<file path="config.mk">
export PLATFORM = sky130hd
export DESIGN_NAME = eeprom_sys
export DESIGN_NICKNAME = d
export VERILOG_FILES = /design/src/eeprom_pkg.sv /design/src/cmd_fifo.sv /design/src/bus_engine.sv /design/src/eeprom_seq.sv /design/src/eeprom_sys.sv
export SDC_FILE = /design/constraint.sdc
export NUM_CORES = 1
export LEC_CHECK = 0
export BUFFER_PORTS_ARGS = -buffer_cell sky130_fd_sc_hd__buf_4
export CAP_MARGIN = 20
export CORE_ASPECT_RATIO = 1.2
export CORE_UTILIZATION = 62
export CTS_CLUSTER_DIAMETER = 80
export DETAILED_ROUTE_END_ITERATION = 6
export PLACE_DENSITY_LB_ADDON = 0.2
export SYNTH_ARGS = -nofsm -noshare
export SYNTH_HDL_FRONTEND = slang
export SYNTH_SLANG_ARGS = --single-unit
</file>
<file path="constraint.sdc">
create_clock -name CLK -period 3.7 [get_ports CLK]
set_input_delay 0.185 -clock CLK [delete_from_list [all_inputs] [get_ports CLK]]
set_output_delay 0.185 -clock CLK [all_outputs]
set_load 0.02 [all_outputs]
</file>
<file path="src/eeprom_pkg.sv">
package eeprom_pkg;

    // widths of the EEPROM address and data paths
    localparam int ADDR_W = 11;
    localparam int DATA_W = 8;

    // byte address into the 2 KB array
    // bits 10:8 are the block select sent in the control byte
    typedef logic [ADDR_W-1:0] addr_t;

    // one data byte, host side and serial side
    typedef logic [DATA_W-1:0] byte_t;

    // operations carried out by the bit-level engine
    typedef enum logic [1:0]
    {
        OP_START,   // start, or repeated start
        OP_STOP,
        OP_WRITE,   // byte out, then sample ack
        OP_READ     // byte in, then nack
    } bus_op_t;

    // device type code in the upper nibble of every control byte
    localparam logic [3:0] CTRL_TAG = 4'b1010;

endpackage

</file>
<file path="src/cmd_fifo.sv">
`timescale 1ns/10ps

module cmd_fifo
#(
    parameter int FIFO_DEPTH = 4
)
(
    input  logic              CLK,
    input  logic              RESET,
    input  logic              push_wr,
    input  logic              push_rd,
    input  eeprom_pkg::addr_t push_addr,
    input  eeprom_pkg::byte_t push_data,
    input  logic              pop,
    output logic              full,
    output logic              empty,
    output logic              q_rd,
    output eeprom_pkg::addr_t q_addr,
    output eeprom_pkg::byte_t q_data
);

    localparam int PTR_W = $clog2(FIFO_DEPTH);
    localparam logic [PTR_W:0] FULL_CNT = (PTR_W+1)'(FIFO_DEPTH);

    logic              rd_mem   [FIFO_DEPTH];
    eeprom_pkg::addr_t addr_mem [FIFO_DEPTH];
    eeprom_pkg::byte_t data_mem [FIFO_DEPTH];
    logic [PTR_W-1:0]  wr_ptr;
    logic [PTR_W-1:0]  rd_ptr;
    logic [PTR_W:0]    count;
    logic              do_push;
    logic              do_pop;

    assign do_push = (push_wr | push_rd) & ~full;   // dropped while full
    assign do_pop  = pop & ~empty;

    always_ff @(posedge CLK)
    begin
        if (do_push)
        begin
            rd_mem[wr_ptr]   <= ~push_wr;   // wr wins when both strobes are high
            addr_mem[wr_ptr] <= push_addr;
            data_mem[wr_ptr] <= push_data;
        end
    end

    always_ff @(posedge CLK)
    begin
        if (RESET)
        begin
            wr_ptr <= '0;
            rd_ptr <= '0;
            count  <= '0;
        end
        else
        begin
            if (do_push)
                wr_ptr <= wr_ptr + PTR_W'(1);   // depth is a power of two, wraps
            if (do_pop)
                rd_ptr <= rd_ptr + PTR_W'(1);
            case ({do_push, do_pop})
                2'b10:   count <= count + 1'b1;
                2'b01:   count <= count - 1'b1;
                default: count <= count;
            endcase
        end
    end

    assign full   = (count == FULL_CNT);
    assign empty  = (count == '0);
    assign q_rd   = rd_mem[rd_ptr];
    assign q_addr = addr_mem[rd_ptr];
    assign q_data = data_mem[rd_ptr];

endmodule

</file>
<file path="src/bus_engine.sv">
`timescale 1ns/10ps

module bus_engine
#(
    parameter int SCL_HALF = 4
)
(
    input  logic                CLK,
    input  logic                RESET,
    input  logic                op_start,
    input  eeprom_pkg::bus_op_t op,
    input  eeprom_pkg::byte_t   tx_byte,
    input  logic                sda_in,
    output logic                busy,
    output logic                op_done,
    output logic                got_ack,
    output eeprom_pkg::byte_t   rx_byte,
    output logic                scl,
    output logic                sda_oe
);

    localparam int CNT_W = $clog2(SCL_HALF) + 1;
    localparam logic [CNT_W-1:0] HALF_END = CNT_W'(SCL_HALF - 1);
    localparam logic [CNT_W-1:0] HALF_MID = CNT_W'(SCL_HALF / 2);

    eeprom_pkg::bus_op_t op_q;
    eeprom_pkg::bus_op_t cur_op;
    eeprom_pkg::byte_t   sr;         // tx bits out of bit 7, rx bits into bit 0
    logic [CNT_W-1:0]    cnt;
    logic [4:0]          half;       // half period index within the operation
    logic [4:0]          nxt_half;
    logic [4:0]          last_half;
    logic                is_byte;
    logic                nxt_scl;
    logic                nxt_oe;

    assign is_byte = (op_q == eeprom_pkg::OP_WRITE) || (op_q == eeprom_pkg::OP_READ);

    // line levels for the half period about to begin
    always_comb
    begin
        cur_op    = busy ? op_q : op;
        nxt_half  = busy ? half + 5'd1 : 5'd0;
        last_half = is_byte ? 5'd17 : 5'd1;
        nxt_scl   = scl;
        nxt_oe    = sda_oe;
        case (cur_op)
            eeprom_pkg::OP_START:
                case (nxt_half)
                    5'd0:
                    begin
                        nxt_scl = 1'b1;
                        nxt_oe  = 1'b0;
                    end
                    5'd1:
                    begin
                        nxt_scl = 1'b1;
                        nxt_oe  = 1'b1;   // sda falls with scl high
                    end
                    default:
                    begin
                        nxt_scl = 1'b0;
                        nxt_oe  = 1'b1;
                    end
                endcase
            eeprom_pkg::OP_STOP:
                case (nxt_half)
                    5'd0:
                    begin
                        nxt_scl = 1'b0;
                        nxt_oe  = 1'b1;
                    end
                    5'd1:
                    begin
                        nxt_scl = 1'b1;
                        nxt_oe  = 1'b1;
                    end
                    default:
                    begin
                        nxt_scl = 1'b1;
                        nxt_oe  = 1'b0;   // sda rises with scl high
                    end
                endcase
            default:
            begin
                if (nxt_half > 5'd17)
                begin
                    nxt_scl = 1'b0;
                    nxt_oe  = 1'b0;
                end
                else if (nxt_half[0])
                    nxt_scl = 1'b1;   // high half, sda holds
                else
                begin
                    nxt_scl = 1'b0;
                    if (cur_op == eeprom_pkg::OP_READ || nxt_half[4:1] == 4'd8)
                        nxt_oe = 1'b0;   // released for ack, rx bits or nack
                    else
                        nxt_oe = busy ? ~sr[7] : ~tx_byte[7];
                end
            end
        endcase
    end

    always_ff @(posedge CLK)
    begin
        if (RESET)
        begin
            busy    <= 1'b0;
            op_done <= 1'b0;
            scl     <= 1'b1;
            sda_oe  <= 1'b0;
            cnt     <= '0;
            half    <= '0;
        end
        else
        begin
            op_done <= 1'b0;
            if (!busy)
            begin
                if (op_start)
                begin
                    busy   <= 1'b1;
                    cnt    <= '0;
                    half   <= '0;
                    scl    <= nxt_scl;
                    sda_oe <= nxt_oe;
                end
            end
            else if (cnt == HALF_END)
            begin
                cnt    <= '0;
                half   <= nxt_half;
                scl    <= nxt_scl;
                sda_oe <= nxt_oe;
                if (half == last_half)
                begin
                    busy    <= 1'b0;
                    op_done <= 1'b1;
                end
            end
            else
                cnt <= cnt + 1'b1;
        end
    end

    // sampling in the middle of scl high
    always_ff @(posedge CLK)
    begin
        if (!busy && op_start)
        begin
            op_q <= op;
            sr   <= tx_byte;
        end
        else if (busy && is_byte && scl && cnt == HALF_MID)
        begin
            if (half[4:1] < 4'd8)
                sr <= {sr[6:0], sda_in};
            else if (op_q == eeprom_pkg::OP_WRITE)
                got_ack <= ~sda_in;
        end
    end

    assign rx_byte = sr;

endmodule

</file>
<file path="src/eeprom_seq.sv">
`timescale 1ns/10ps

module eeprom_seq
(
    input  logic                CLK,
    input  logic                RESET,
    input  logic                empty,
    input  logic                q_rd,
    input  eeprom_pkg::addr_t   q_addr,
    input  eeprom_pkg::byte_t   q_data,
    input  logic                busy,
    input  logic                op_done,
    input  logic                got_ack,
    input  eeprom_pkg::byte_t   rx_byte,
    output logic                pop,
    output logic                op_start,
    output eeprom_pkg::bus_op_t op,
    output eeprom_pkg::byte_t   tx_byte,
    output logic                done,
    output logic                nack,
    output logic                rd_valid,
    output eeprom_pkg::byte_t   rd_data
);

    typedef enum logic [3:0]
    {
        S_IDLE,
        S_START,
        S_CTRL_WR,
        S_ADDR,
        S_DATA_WR,
        S_RESTART,
        S_CTRL_RD,
        S_DATA_RD,
        S_STOP,
        S_FINISH
    } state_t;

    state_t              state;
    state_t              next_state;
    logic                issued;      // op of the current state handed to the engine
    logic                nack_flag;
    logic                ack_miss;
    logic                cmd_rd;
    eeprom_pkg::addr_t   cmd_addr;
    eeprom_pkg::byte_t   cmd_data;
    eeprom_pkg::byte_t   ctrl_wr;
    eeprom_pkg::byte_t   ctrl_rd;
    eeprom_pkg::bus_op_t op_sel;
    eeprom_pkg::byte_t   tx_sel;

    assign ctrl_wr = {eeprom_pkg::CTRL_TAG, cmd_addr[10:8], 1'b0};
    assign ctrl_rd = {eeprom_pkg::CTRL_TAG, cmd_addr[10:8], 1'b1};

    // operation per state and where to go once it is done
    always_comb
    begin
        op_sel     = eeprom_pkg::OP_WRITE;
        tx_sel     = cmd_data;
        next_state = S_STOP;
        ack_miss   = 1'b0;
        case (state)
            S_START:
            begin
                op_sel     = eeprom_pkg::OP_START;
                next_state = S_CTRL_WR;
            end
            S_CTRL_WR:
            begin
                tx_sel     = ctrl_wr;
                ack_miss   = ~got_ack;
                next_state = got_ack ? S_ADDR : S_STOP;
            end
            S_ADDR:
            begin
                tx_sel   = cmd_addr[7:0];
                ack_miss = ~got_ack;
                if (got_ack)
                    next_state = cmd_rd ? S_RESTART : S_DATA_WR;
            end
            S_DATA_WR:
                ack_miss = ~got_ack;
            S_RESTART:
            begin
                op_sel     = eeprom_pkg::OP_START;
                next_state = S_CTRL_RD;
            end
            S_CTRL_RD:
            begin
                tx_sel     = ctrl_rd;
                ack_miss   = ~got_ack;
                next_state = got_ack ? S_DATA_RD : S_STOP;
            end
            S_DATA_RD:
            begin
                op_sel = eeprom_pkg::OP_READ;
                tx_sel = 8'hff;
            end
            S_STOP:
            begin
                op_sel     = eeprom_pkg::OP_STOP;
                next_state = S_FINISH;
            end
            default:
                next_state = S_IDLE;
        endcase
    end

    always_ff @(posedge CLK)
    begin
        if (RESET)
        begin
            state     <= S_IDLE;
            issued    <= 1'b0;
            nack_flag <= 1'b0;
            pop       <= 1'b0;
            op_start  <= 1'b0;
            done      <= 1'b0;
            nack      <= 1'b0;
            rd_valid  <= 1'b0;
        end
        else
        begin
            pop      <= 1'b0;
            op_start <= 1'b0;
            done     <= 1'b0;
            nack     <= 1'b0;
            rd_valid <= 1'b0;
            case (state)
                S_IDLE:
                    if (!empty)
                    begin
                        pop       <= 1'b1;
                        nack_flag <= 1'b0;
                        issued    <= 1'b0;
                        state     <= S_START;
                    end
                S_FINISH:
                begin
                    done     <= 1'b1;
                    nack     <= nack_flag;
                    rd_valid <= cmd_rd & ~nack_flag;
                    state    <= S_IDLE;
                end
                default:
                    if (!issued)
                    begin
                        if (!busy)
                        begin
                            op_start <= 1'b1;
                            issued   <= 1'b1;
                        end
                    end
                    else if (op_done)
                    begin
                        issued <= 1'b0;
                        state  <= next_state;
                        if (ack_miss)
                            nack_flag <= 1'b1;   // skip the rest, go to stop
                    end
            endcase
        end
    end

    always_ff @(posedge CLK)
    begin
        if (state == S_IDLE && !empty)
        begin
            cmd_rd   <= q_rd;
            cmd_addr <= q_addr;
            cmd_data <= q_data;
        end
        if (!issued && !busy && state != S_IDLE && state != S_FINISH)
        begin
            op      <= op_sel;
            tx_byte <= tx_sel;
        end
        if (state == S_DATA_RD && issued && op_done)
            rd_data <= rx_byte;   // held until the next read
    end

endmodule

</file>
<file path="src/eeprom_sys.sv">
`timescale 1ns/10ps

module eeprom_sys
#(
    parameter int SCL_HALF   = 4,
    parameter int FIFO_DEPTH = 4
)
(
    input  logic              CLK,
    input  logic              RESET,
    input  logic              wr,
    input  logic              rd,
    input  eeprom_pkg::addr_t addr,
    input  eeprom_pkg::byte_t wr_data,
    input  logic              sda_in,
    output logic              full,
    output logic              done,
    output logic              nack,
    output logic              rd_valid,
    output eeprom_pkg::byte_t rd_data,
    output logic              scl,
    output logic              sda_oe
);

    // fifo head to sequencer
    logic                empty;
    logic                pop;
    logic                q_rd;
    eeprom_pkg::addr_t   q_addr;
    eeprom_pkg::byte_t   q_data;

    // sequencer to engine
    logic                op_start;
    eeprom_pkg::bus_op_t op;
    eeprom_pkg::byte_t   tx_byte;
    logic                busy;
    logic                op_done;
    logic                got_ack;
    eeprom_pkg::byte_t   rx_byte;

    cmd_fifo #(.FIFO_DEPTH(FIFO_DEPTH)) cmd_fifo_i
    (
        .CLK(CLK), .RESET(RESET),
        .push_wr(wr), .push_rd(rd), .push_addr(addr), .push_data(wr_data),
        .pop(pop), .full(full), .empty(empty),
        .q_rd(q_rd), .q_addr(q_addr), .q_data(q_data)
    );

    eeprom_seq eeprom_seq_i
    (
        .CLK(CLK), .RESET(RESET),
        .empty(empty), .q_rd(q_rd), .q_addr(q_addr), .q_data(q_data),
        .busy(busy), .op_done(op_done), .got_ack(got_ack), .rx_byte(rx_byte),
        .pop(pop), .op_start(op_start), .op(op), .tx_byte(tx_byte),
        .done(done), .nack(nack), .rd_valid(rd_valid), .rd_data(rd_data)
    );

    bus_engine #(.SCL_HALF(SCL_HALF)) bus_engine_i
    (
        .CLK(CLK), .RESET(RESET),
        .op_start(op_start), .op(op), .tx_byte(tx_byte), .sda_in(sda_in),
        .busy(busy), .op_done(op_done), .got_ack(got_ack), .rx_byte(rx_byte),
        .scl(scl), .sda_oe(sda_oe)
    );

endmodule

</file>
==> results of run 1 <==
registers in the layout (all words and copies together), names as in the netlist, 5 cells and up:
| signal | flops |
|---|---|
| bus_engine_i.rx_byte | 8 |
| bus_engine_i.half | 5 |
| eeprom_seq_i.tx_byte | 8 |
| eeprom_seq_i.rd_data | 8 |
| cmd_fifo_i.data_mem | 32 |
| eeprom_seq_i.cmd_data | 8 |
| eeprom_seq_i.cmd_addr | 11 |
| cmd_fifo_i.addr_mem | 44 |
logic make-up after synthesis:
| group | Yosys count | synth area share (%) |
|---|---|---|
| flip-flops | 159 | 70.1 |
| AND/OR/NAND/NOR | 131 | 9.78 |
| buffers and inverters | 39 | 2.45 |
| adder cells (fa/ha/maj) | 10 | 2.08 |
| XOR/XNOR | 7 | 0.960 |
| multiplexers | 25 | 7.86 |
| AO/OA/AOI/OAI | 67 | 6.78 |
power groups by stage:
| stage | registers [W] | clock network, W | logic, W |
|---|---|---|---|
| 6_report | 0.00259 | 0.00171 | 0.000884 |
| 5_1_grt | 0.00263 | 0.00180 | 0.000981 |
| 4_1_cts | 0.00259 | 0.00173 | 0.000871 |
| 3_5_place_dp | 0.00263 | 0 | 0.000844 |
| 3_3_place_gp | 0.00260 | 0 | 0.000819 |
| 2_1_floorplan | 0.00255 | 0 | 0.000642 |
metal layers:
| metal | track usage [%] | vias to the layer above | routed length, µm |
|---|---|---|---|
| met1 | 26.0 | 1759 | 4570 |
| met4 | 9.39 | 0 | 84 |
| met2 | 40.8 | 101 | 6200 |
| li1 | - | 1756 | - |
| met3 | 5.51 | 6 | 415 |
| met5 | 0 | - | 0 |
area by class of cell:
| type | instances | area, µm² | share of cell area (%) |
|---|---|---|---|
| repair buffers | 61 | 526 | 6.96 |
| inverters | 16 | 60.1 | 0.795 |
| well taps | 126 | 158 | 2.09 |
| clock buffers | 19 | 433 | 5.73 |
| flip-flops and latches | 159 | 4470 | 59.2 |
| multi-input cells | 240 | 1760 | 23.3 |
| clock inverters | 12 | 145 | 1.92 |
metrics by stage:
step | cell area, µm² | hold WS, ps | setup WS [ps]
finish | 7550 | 68.7 | 1410
global placement | 6750 | 385 | 1500
global route | 7550 | 60.2 | 1200
detailed placement | 6750 | 388 | 1340
CTS | 7520 | 55.1 | 1340
floorplan | 6380 | 277 | 1200
cell usage after synthesis, types with 4 or more instances:
cell	instances
nand2b_1	8
o22ai_1	5
inv_1	16
xor2_1	5
nand3_1	5
ha_1	9
dfxtp_1	30
and2_1	7
o21ai_0	18
nand2_1	46
nor2_1	32
edfxtp_1	129
a21oi_1	16
nor3_1	11
mux2i_1	4
clkbuf_1	18
a211oi_1	8
mux4_2	20
worst max-delay path, delay by kind of cell (launching register included):
family / cells / cell delay [ps]
and+or+nand+nor: 3 / 880
xor gates and xnor gates: 1 / 80
AOI/OAI and AO/OA: 1 / 170
DFF: 1 / 380
adders and majority gates: 2 / 410
buffers and inverters: 3 / 280
worst paths after layout:
| kind | to | slack, ps |
|---|---|---|
| setup / recovery | cmd_fifo_i.count[2] | 1410 |
| hold / removal | bus_engine_i.got_ack | 70 |
| setup reg to reg | cmd_fifo_i.count[2] | 1410 |
| hold reg to reg | eeprom_seq_i.rd_data[1] | 450 |
==> flow_metrics.env, run 1 <==
export IMPL_area_growth_pct=18.3
export IMPL_max_slew_margin_pct=30.8
export IMPL_port_buffers=37
export IMPL_yosys_cell_types_count=51
export IMPL_wl_um=11300
export IMPL_route_detailed_drc=0
export IMPL_syn_nets=472
export IMPL_cts_repair_resize_count=0
export IMPL_grt_pass1_vias=3632
export IMPL_cellInternalPower_w=0.00384
export IMPL_critPathMaxStageDelay_ps=380
export IMPL_grt_start_max_net_pins=30
export IMPL_instances_no_fill=633
export IMPL_maxSlewViolCount=0
export IMPL_grt_use_total_pct=22.9
export IMPL_synth_edf_count=129
export IMPL_cts_setup_buffers=0
export IMPL_synth_top_cell_area_share_pct=60.7
export IMPL_drtPass1Iterations=5
export IMPL_globalRouteOverflowTotal=0
export IMPL_critPathMaxFanout=7
export IMPL_synth_area_top_cells="edfxtp_1 61%, dfxtp_1 9.4%, mux4_2 7.1%"
export IMPL_r2r_cells=10
export IMPL_avgViaCountPerCell=5.72
export IMPL_clock_path_buffers=2
export IMPL_fin_skew_ps=10.7
export IMPL_htreeDepth=4
export IMPL_diodes=0
export IMPL_synth_flop_cell="edfxtp_1"
export IMPL_die_area_um2=10700
export IMPL_seq_area_frac_synth_pct=70.1
export IMPL_row_count=40
export IMPL_worst_pin_slew_ps=1040
export IMPL_pwr_share_comb_pct=17.0
export IMPL_yosys_area_top_type="edfxtp_1"
export IMPL_r2r_start="cmd_fifo_i.count[0]"
export IMPL_p_leak_nw=2.67
export IMPL_holdCritPathClass="input port to register"
export IMPL_dp_cells=581
export IMPL_cts_root_buf="clkbuf_16"
export IMPL_drt_initial_drc_count=272
export IMPL_drive_gt1_share_pct=18.9
export IMPL_cp_startpoint="cmd_fifo_i.count[0]"
export IMPL_holdBufCountCts=19
export IMPL_powerDensity_nw_per_um2=687
export IMPL_finalPower_w=0.00519
export IMPL_fin_crit_sh_pct=61.9
export IMPL_timing_fmax_mhz=437
export IMPL_finalNetCount=529
export IMPL_path_cells="inv_1 > and3_1 > nor2_1 > inv_1 > ha_1 > inv_1 > fa_1 > xor2_1 > or3_1 > a21oi_1"
export IMPL_fillCellCount=609
export IMPL_path_clk_slew_ps=60
export IMPL_synth_async_sr_flop_share_pct=0
export IMPL_arrival_ps=2630
export IMPL_syn_area_per_cell_um2=14.6
export IMPL_final_cell_mix="129 x edfxtp_1, 46 x nand2_1, 40 x buf_4"
export IMPL_vias=3622
export IMPL_floorplan_core_area_um2=10000
export IMPL_syn_area_um2=6380
export IMPL_syn_inst=438
export IMPL_dp_hpwl_um=6810
export IMPL_p_switching_w=0.00134
export IMPL_holdPathStages=2
export IMPL_io_pins=38
export IMPL_hold_start="sda_in"
export IMPL_power_frac_seq_pct=50.0
export IMPL_ys_ff_latch=159
export IMPL_chipWidth_um=94.6
export IMPL_tns_ps=0
export IMPL_start_util_pct=63.8
export IMPL_grt_antenna_before_repair=0
export IMPL_cts_sinks=159
export IMPL_fin_crit_ps=2290
export IMPL_status="finished clean"
export IMPL_cts_tree="done"
export IMPL_path_class="register to register"
export IMPL_swShare_pct=25.9
export IMPL_slowest_stage="dfxtp_1"
export IMPL_end_kind="register"
export IMPL_final_common_cell="edfxtp_1"
export IMPL_final_util_pct=75.5
export IMPL_vdd_drop_max_mv=0.448
export IMPL_ant_nets=0
export IMPL_grt_setup_unrepaired="no"
export IMPL_grt_pass1_wl_um=17700
export IMPL_setup_viol=0
export IMPL_die_y_um=113
export IMPL_required_ps=4040
export IMPL_maxCapViolations=0
export IMPL_finalHoldViolCount=0
export IMPL_ys_warn_count=0
export IMPL_clkPwrFrac_pct=33.0
export IMPL_cpMostUsedCell="inv_1"
export IMPL_cts_buffers=17
export IMPL_drt_wirelength_per_cell_um=17.8
export IMPL_gp_congestion=0.819
export IMPL_startpoint_type="register"
export IMPL_insertion_delay_ps=410
(Power assumes the default switching activity.)
==> run 2: changes to the inputs <==
CORE_UTILIZATION = 54   (was 62)
clock period = 2.07 ns   (was 3.7 ns; I/O delays follow)
==> run 2 against run 1 <==
Net effect: worst hold slack got worse by 7.7 ps; combinational power up 110%; via count up 2.5%; largest power group unchanged; design area rose by 3.1%; utilization fell by 7.8 points; global-route usage down 1.9 points; sequential power up 76%; setup slack got worse by 1300 ps; wire length up 1.3%.
==> flow_metrics.env, run 2 (synthesized netlist as in run 1, its figures left out) <==
export IMPL_critPathMaxFanout=7
export IMPL_fin_crit_sh_pct=94.4
export IMPL_r2r_start="bus_engine_i.half[1]"
export IMPL_path_clk_slew_ps=60
export IMPL_timing_fmax_mhz=512
export IMPL_drt_initial_drc_count=204
export IMPL_setup_viol=0
export IMPL_ant_nets=0
export IMPL_status="finished clean"
export IMPL_start_util_pct=55.4
export IMPL_dp_slack_ps=-1.98
export IMPL_grt_antenna_before_repair=0
export IMPL_hold_start="RESET"
export IMPL_drtPass1Iterations=4
export IMPL_area_growth_pct=22.0
export IMPL_grt_start_max_net_pins=30
export IMPL_dp_hpwl_um=7200
export IMPL_wl_um=11400
export IMPL_cts_buffers=17
export IMPL_largest_reg_flops=44
export IMPL_cts_setup_buffers=0
export IMPL_floorplan_core_area_um2=11500
export IMPL_htreeDepth=4
export IMPL_max_slew_margin_pct=69.3
export IMPL_diodes=0
export IMPL_holdWs_ps=60.9
export IMPL_grt_pass1_wl_um=18500
export IMPL_grt_pass1_vias=3828
export IMPL_vdd_drop_max_mv=0.786
export IMPL_port_buffers=37
export IMPL_required_ps=2400
export IMPL_drive_gt1_share_pct=22.5
export IMPL_p_leak_nw=2.76
export IMPL_top_register="cmd_fifo_i.addr_mem"
export IMPL_final_util_pct=67.6
export IMPL_fin_ws_ps=115
export IMPL_worst_pin_slew_ps=459
export IMPL_insertion_delay_ps=420
export IMPL_startpoint_type="register"
export IMPL_finalPower_w=0.00919
export IMPL_top_regs="cmd_fifo_i.addr_mem: 44 flops, cmd_fifo_i.data_mem: 32 flops, eeprom_seq_i.cmd_addr: 11 flops"
export IMPL_cp_startpoint="bus_engine_i.half[1]"
export IMPL_path_cells="inv_1 > ha_4 > or4b_1 > o311a_2 > a211o_1 > a311oi_2"
export IMPL_tns_ps=0
export IMPL_vias=3712
export IMPL_route_detailed_drc=0
export IMPL_fin_crit_ps=1950
export IMPL_chipWidth_um=101
export IMPL_row_count=43
export IMPL_die_area_um2=12300
export IMPL_io_pins=38
export IMPL_cts_root_buf="clkbuf_16"
export IMPL_finalHoldViolCount=0
export IMPL_cts_tree="done"
export IMPL_die_y_um=121
export IMPL_end_kind="register"
export IMPL_arrival_ps=2280
export IMPL_cts_sinks=159
export IMPL_drt_wirelength_per_cell_um=16.7
export IMPL_gp_congestion=0.794
export IMPL_holdCritPathClass="input port to register"
export IMPL_maxCapViolations=0
export IMPL_critPathMaxStageDelay_ps=420
export IMPL_final_cell_mix="129 x edfxtp_1, 53 x buf_4, 46 x nand2_1"
export IMPL_maxSlewViolCount=0
export IMPL_final_common_cell="edfxtp_1"
export IMPL_finalNetCount=549
export IMPL_globalRouteOverflowTotal=0
export IMPL_grt_use_total_pct=21.0
export IMPL_clock_path_buffers=2
export IMPL_fin_skew_ps=8.55
export IMPL_grt_setup_unrepaired="no"
export IMPL_powerDensity_nw_per_um2=1180
export IMPL_path_class="register to register"
export IMPL_avgViaCountPerCell=5.42
export IMPL_slowest_stage="or4b_1"
[run 2: critical path: cells and delay by family, from the launching register on]
| kind | cells | cell delay (ps) |
|---|---|---|
| simple gates | 1 | 420 |
| compound gates | 3 | 720 |
| fa+ha+maj | 1 | 270 |
| flops | 1 | 380 |
| buf+inv | 1 | 70 |
[run 2: path summary, 6_finish.rpt]
path                             endpoint  slack (ps)  depth (start not counted)
hold reg to reg   eeprom_seq_i.rd_data[0]         450                          0
setup / recovery      bus_engine_i.sda_oe         120                          6
hold / removal       cmd_fifo_i.rd_ptr[1]          60                          2
setup reg to reg      bus_engine_i.sda_oe         120                          6
[run 2: layout make-up]
| class | instances | area, µm² |
|---|---|---|
| sequential | 159 | 4480 |
| fill | 853 | 3730 |
| multi-input combinational | 240 | 1790 |
| timing repair buffer | 81 | 736 |
| clock buffer | 18 | 429 |
| tap | 157 | 196 |
| clock inverter | 14 | 100 |
| inverter | 16 | 60.1 |
[run 2: timing repair]
item                                    4_1_cts  5_1_grt
gates resized for setup                       1        7
endpoints found under the hold margin        81        0
hold buffers                                 21        0
endpoints found under the setup margin        1        2
[run 2: through the flow]
step,std cells,area (µm²)
2_1_floorplan,438,6390
3_3_place_gp,631,7010
3_5_place_dp,631,7010
4_1_cts,684,7750
5_1_grt,685,7790
6_report,685,7790
[run 2: metal layers]
layer | global-route usage, % | part of all wire, % | up-vias
met5 | 0 | 0 | -
met4 | 11.2 | 2.4 | 0
met3 | 4.55 | 2.5 | 23
met2 | 37.8 | 55 | 67
met1 | 22.8 | 40 | 1827
li1 | - | - | 1795
[run 2: power by group]
part           leakage (nW)  internal (W)  switching, W
clock network         0.255       0.00162       0.00116
logic                  1.07      0.000830       0.00102
registers              1.44       0.00431      0.000244
total                  2.76       0.00676       0.00243
==> run 3: changes to the inputs <==
GPL_TIMING_DRIVEN = 0   (was unset)
==> run 3 against run 2 <==
Net effect: combinational power fell by 3%; power rose by 0.77%; register-to-register slack got worse by 40 ps; via count grew 2.5%; critical path depth increased by 2; sequential share of layout area up 0.38 points; final cell count up 0.15%; utilization shrank 0.40 points; clock power rose by 3%; flip-flop and latch count unchanged; wire length is 7.5% higher; sequential power hardly changed; largest power group unchanged; highest routed layer unchanged.
==> flow_metrics.env, run 3 (synthesized netlist as in run 1, its figures left out) <==
export IMPL_status="finished clean"
export IMPL_grt_pass1_wl_um=19400
export IMPL_pwr_share_comb_pct=19.3
export IMPL_avgViaCountPerCell=5.55
export IMPL_drt_initial_drc_count=205
export IMPL_grt_setup_unrepaired="yes"
export IMPL_clock_path_buffers=2
export IMPL_start_util_pct=55.4
export IMPL_tns_ps=0
export IMPL_maxCapViolations=0
export IMPL_cp_endpoint="cmd_fifo_i.count[2]"
export IMPL_critPathMaxFanout=5
export IMPL_required_ps=2410
export IMPL_path_clk_slew_ps=60
export IMPL_power_frac_seq_pct=49.5
export IMPL_grt_start_max_net_pins=22
export IMPL_drive_gt1_share_pct=22.7
export IMPL_top_register="cmd_fifo_i.addr_mem"
export IMPL_final_util_pct=67.2
export IMPL_holdCritPathClass="input port to register"
export IMPL_die_y_um=121
export IMPL_grt_use_total_pct=21.9
export IMPL_ff2ff_setup_slack_ps=80
export IMPL_path_cells="or3_4 > and2_4 > ha_2 > inv_1 > fa_1 > xor2_1 > or3_1 > a21oi_1"
export IMPL_row_count=43
export IMPL_arrival_ps=2330
export IMPL_grt_pass1_vias=3964
export IMPL_r2r_start="cmd_fifo_i.count[2]"
export IMPL_cp_startpoint="cmd_fifo_i.count[2]"
export IMPL_top_regs="cmd_fifo_i.addr_mem: 44 flops, cmd_fifo_i.data_mem: 32 flops, eeprom_seq_i.cmd_addr: 11 flops"
export IMPL_timing_fmax_mhz=501
export IMPL_fin_skew_ps=7.36
export IMPL_chipWidth_um=101
export IMPL_largest_reg_flops=44
export IMPL_final_cell_mix="129 x edfxtp_1, 46 x nand2_1, 38 x buf_4"
export IMPL_cp_top_family="simple AND/OR/NAND/NOR gates"
export IMPL_grt_antenna_before_repair=0
export IMPL_startpoint_type="register"
export IMPL_port_buffers=37
export IMPL_maxSlewViolCount=0
export IMPL_path_class="register to register"
export IMPL_gp_congestion=0.923
export IMPL_critPathBufInv=1
export IMPL_globalRouteOverflowTotal=0
export IMPL_setup_viol=0
export IMPL_max_slew_margin_pct=53.8
export IMPL_finalPower_w=0.00926
export IMPL_cts_sinks=159
export IMPL_swShare_pct=27.9
export IMPL_end_kind="register"
export IMPL_fin_crit_sh_pct=96.4
export IMPL_ant_nets=0
export IMPL_insertion_delay_ps=420
export IMPL_floorplan_core_area_um2=11500
export IMPL_drt_wirelength_per_cell_um=17.9
export IMPL_cts_root_buf="clkbuf_16"
export IMPL_vias=3805
export IMPL_final_common_cell="edfxtp_1"
export IMPL_diodes=0
export IMPL_fin_crit_ps=1990
export IMPL_die_area_um2=12300
export IMPL_route_detailed_drc=0
export IMPL_area_growth_pct=21.2
export IMPL_worst_pin_slew_ps=693
export IMPL_dp_hpwl_um=7490
export IMPL_r2r_end="cmd_fifo_i.count[2]"
export IMPL_p_switching_w=0.00258
export IMPL_drtPass1Iterations=4
export IMPL_vdd_drop_max_mv=1.05
export IMPL_finalNetCount=550
export IMPL_powerDensity_nw_per_um2=1200
export IMPL_cellInternalPower_w=0.00668
export IMPL_slowest_stage="dfxtp_1"
export IMPL_p_leak_nw=2.71
export IMPL_io_pins=38
export IMPL_finalHoldViolCount=0
export IMPL_crit_cells=8
export IMPL_critPathMaxStageDelay_ps=370
export IMPL_cts_tree="done"
export IMPL_wl_um=12300
export IMPL_htreeDepth=4
export IMPL_cts_buffers=17
export IMPL_r2r_cells=8
export IMPL_clkPwrFrac_pct=31.1
## run 3: cell types whose count changed in the layout (fill, tap and decap cells not counted), sizes merged
cell | previous run | this run
clkinv | 10 | 6
buf | 59 | 43
clkbuf | 19 | 35
nor3 | 11 | 12
inv | 17 | 18
clkinvlp | 2 | 5
## run 3: how the worst min path moves through the flow
stage                 start                         to  slack [ps]  depth (start not counted)
finish                   wr       cmd_fifo_i.rd_mem[2]          10                          2
global route             wr       cmd_fifo_i.rd_mem[3]          20                          2
detailed placement  addr[4]  cmd_fifo_i.addr_mem[1][4]         310                          1
floorplan             RESET          eeprom_seq_i.done         200                          1
CTS                      wr       cmd_fifo_i.rd_mem[3]           1                          2
global placement    addr[8]  cmd_fifo_i.addr_mem[1][8]         300                          1
## run 3: through the flow
stage          hold slack (ps)  setup WS [ps]  cell area [µm²]  instances
2_1_floorplan              195          -13.9             6390        438
3_3_place_gp               303           -534             6860        632
3_5_place_dp               307           -306             6880        632
4_1_cts                   1.44           22.8             7670        685
5_1_grt                   16.4          -25.7             7740        686
6_report                  12.3           75.2             7740        686
## run 3: final cells by class
cell class,instances,area [µm²]
Buffer,22,95.1
Clock inverter,14,118
Fill cell,828,3770
Sequential cell,159,4480
Tap cell,157,196
Multi-Input combinational cell,241,1870
Clock buffer,18,429
Inverter,16,60.1
Timing Repair Buffer,59,495
## run 3: power groups by stage
stage	Sequential, W	Combinational (W)	Clock, W
2_1_floorplan	0.00455	0.00116	0
3_3_place_gp	0.00461	0.00156	0
3_5_place_dp	0.00464	0.00162	0
4_1_cts	0.00458	0.00171	0.00290
5_1_grt	0.00465	0.00199	0.00303
6_report	0.00459	0.00179	0.00288
## run 3: routing by layer
| metal | GRT usage (%) | wire [µm] | up-vias |
|---|---|---|---|
| li1 | - | - | 1801 |
| met1 | 23.6 | 4770 | 1892 |
| met2 | 40.1 | 6820 | 90 |
| met3 | 5.36 | 420 | 22 |
| met4 | 9.51 | 262 | 0 |
| met5 | 0 | 0 | - |
## run 3: what timing repair did
| action | 4_1_cts | 5_1_grt |
|---|---|---|
| pin swaps | 0 | 2 |
| hold buffers | 21 | 0 |
| endpoints found under the hold margin | 78 | 0 |
| setup endpoints to repair | 110 | 41 |
| buffers inserted | 0 | 1 |
| gates cloned | 0 | 1 |
| gates resized for setup | 13 | 15 |
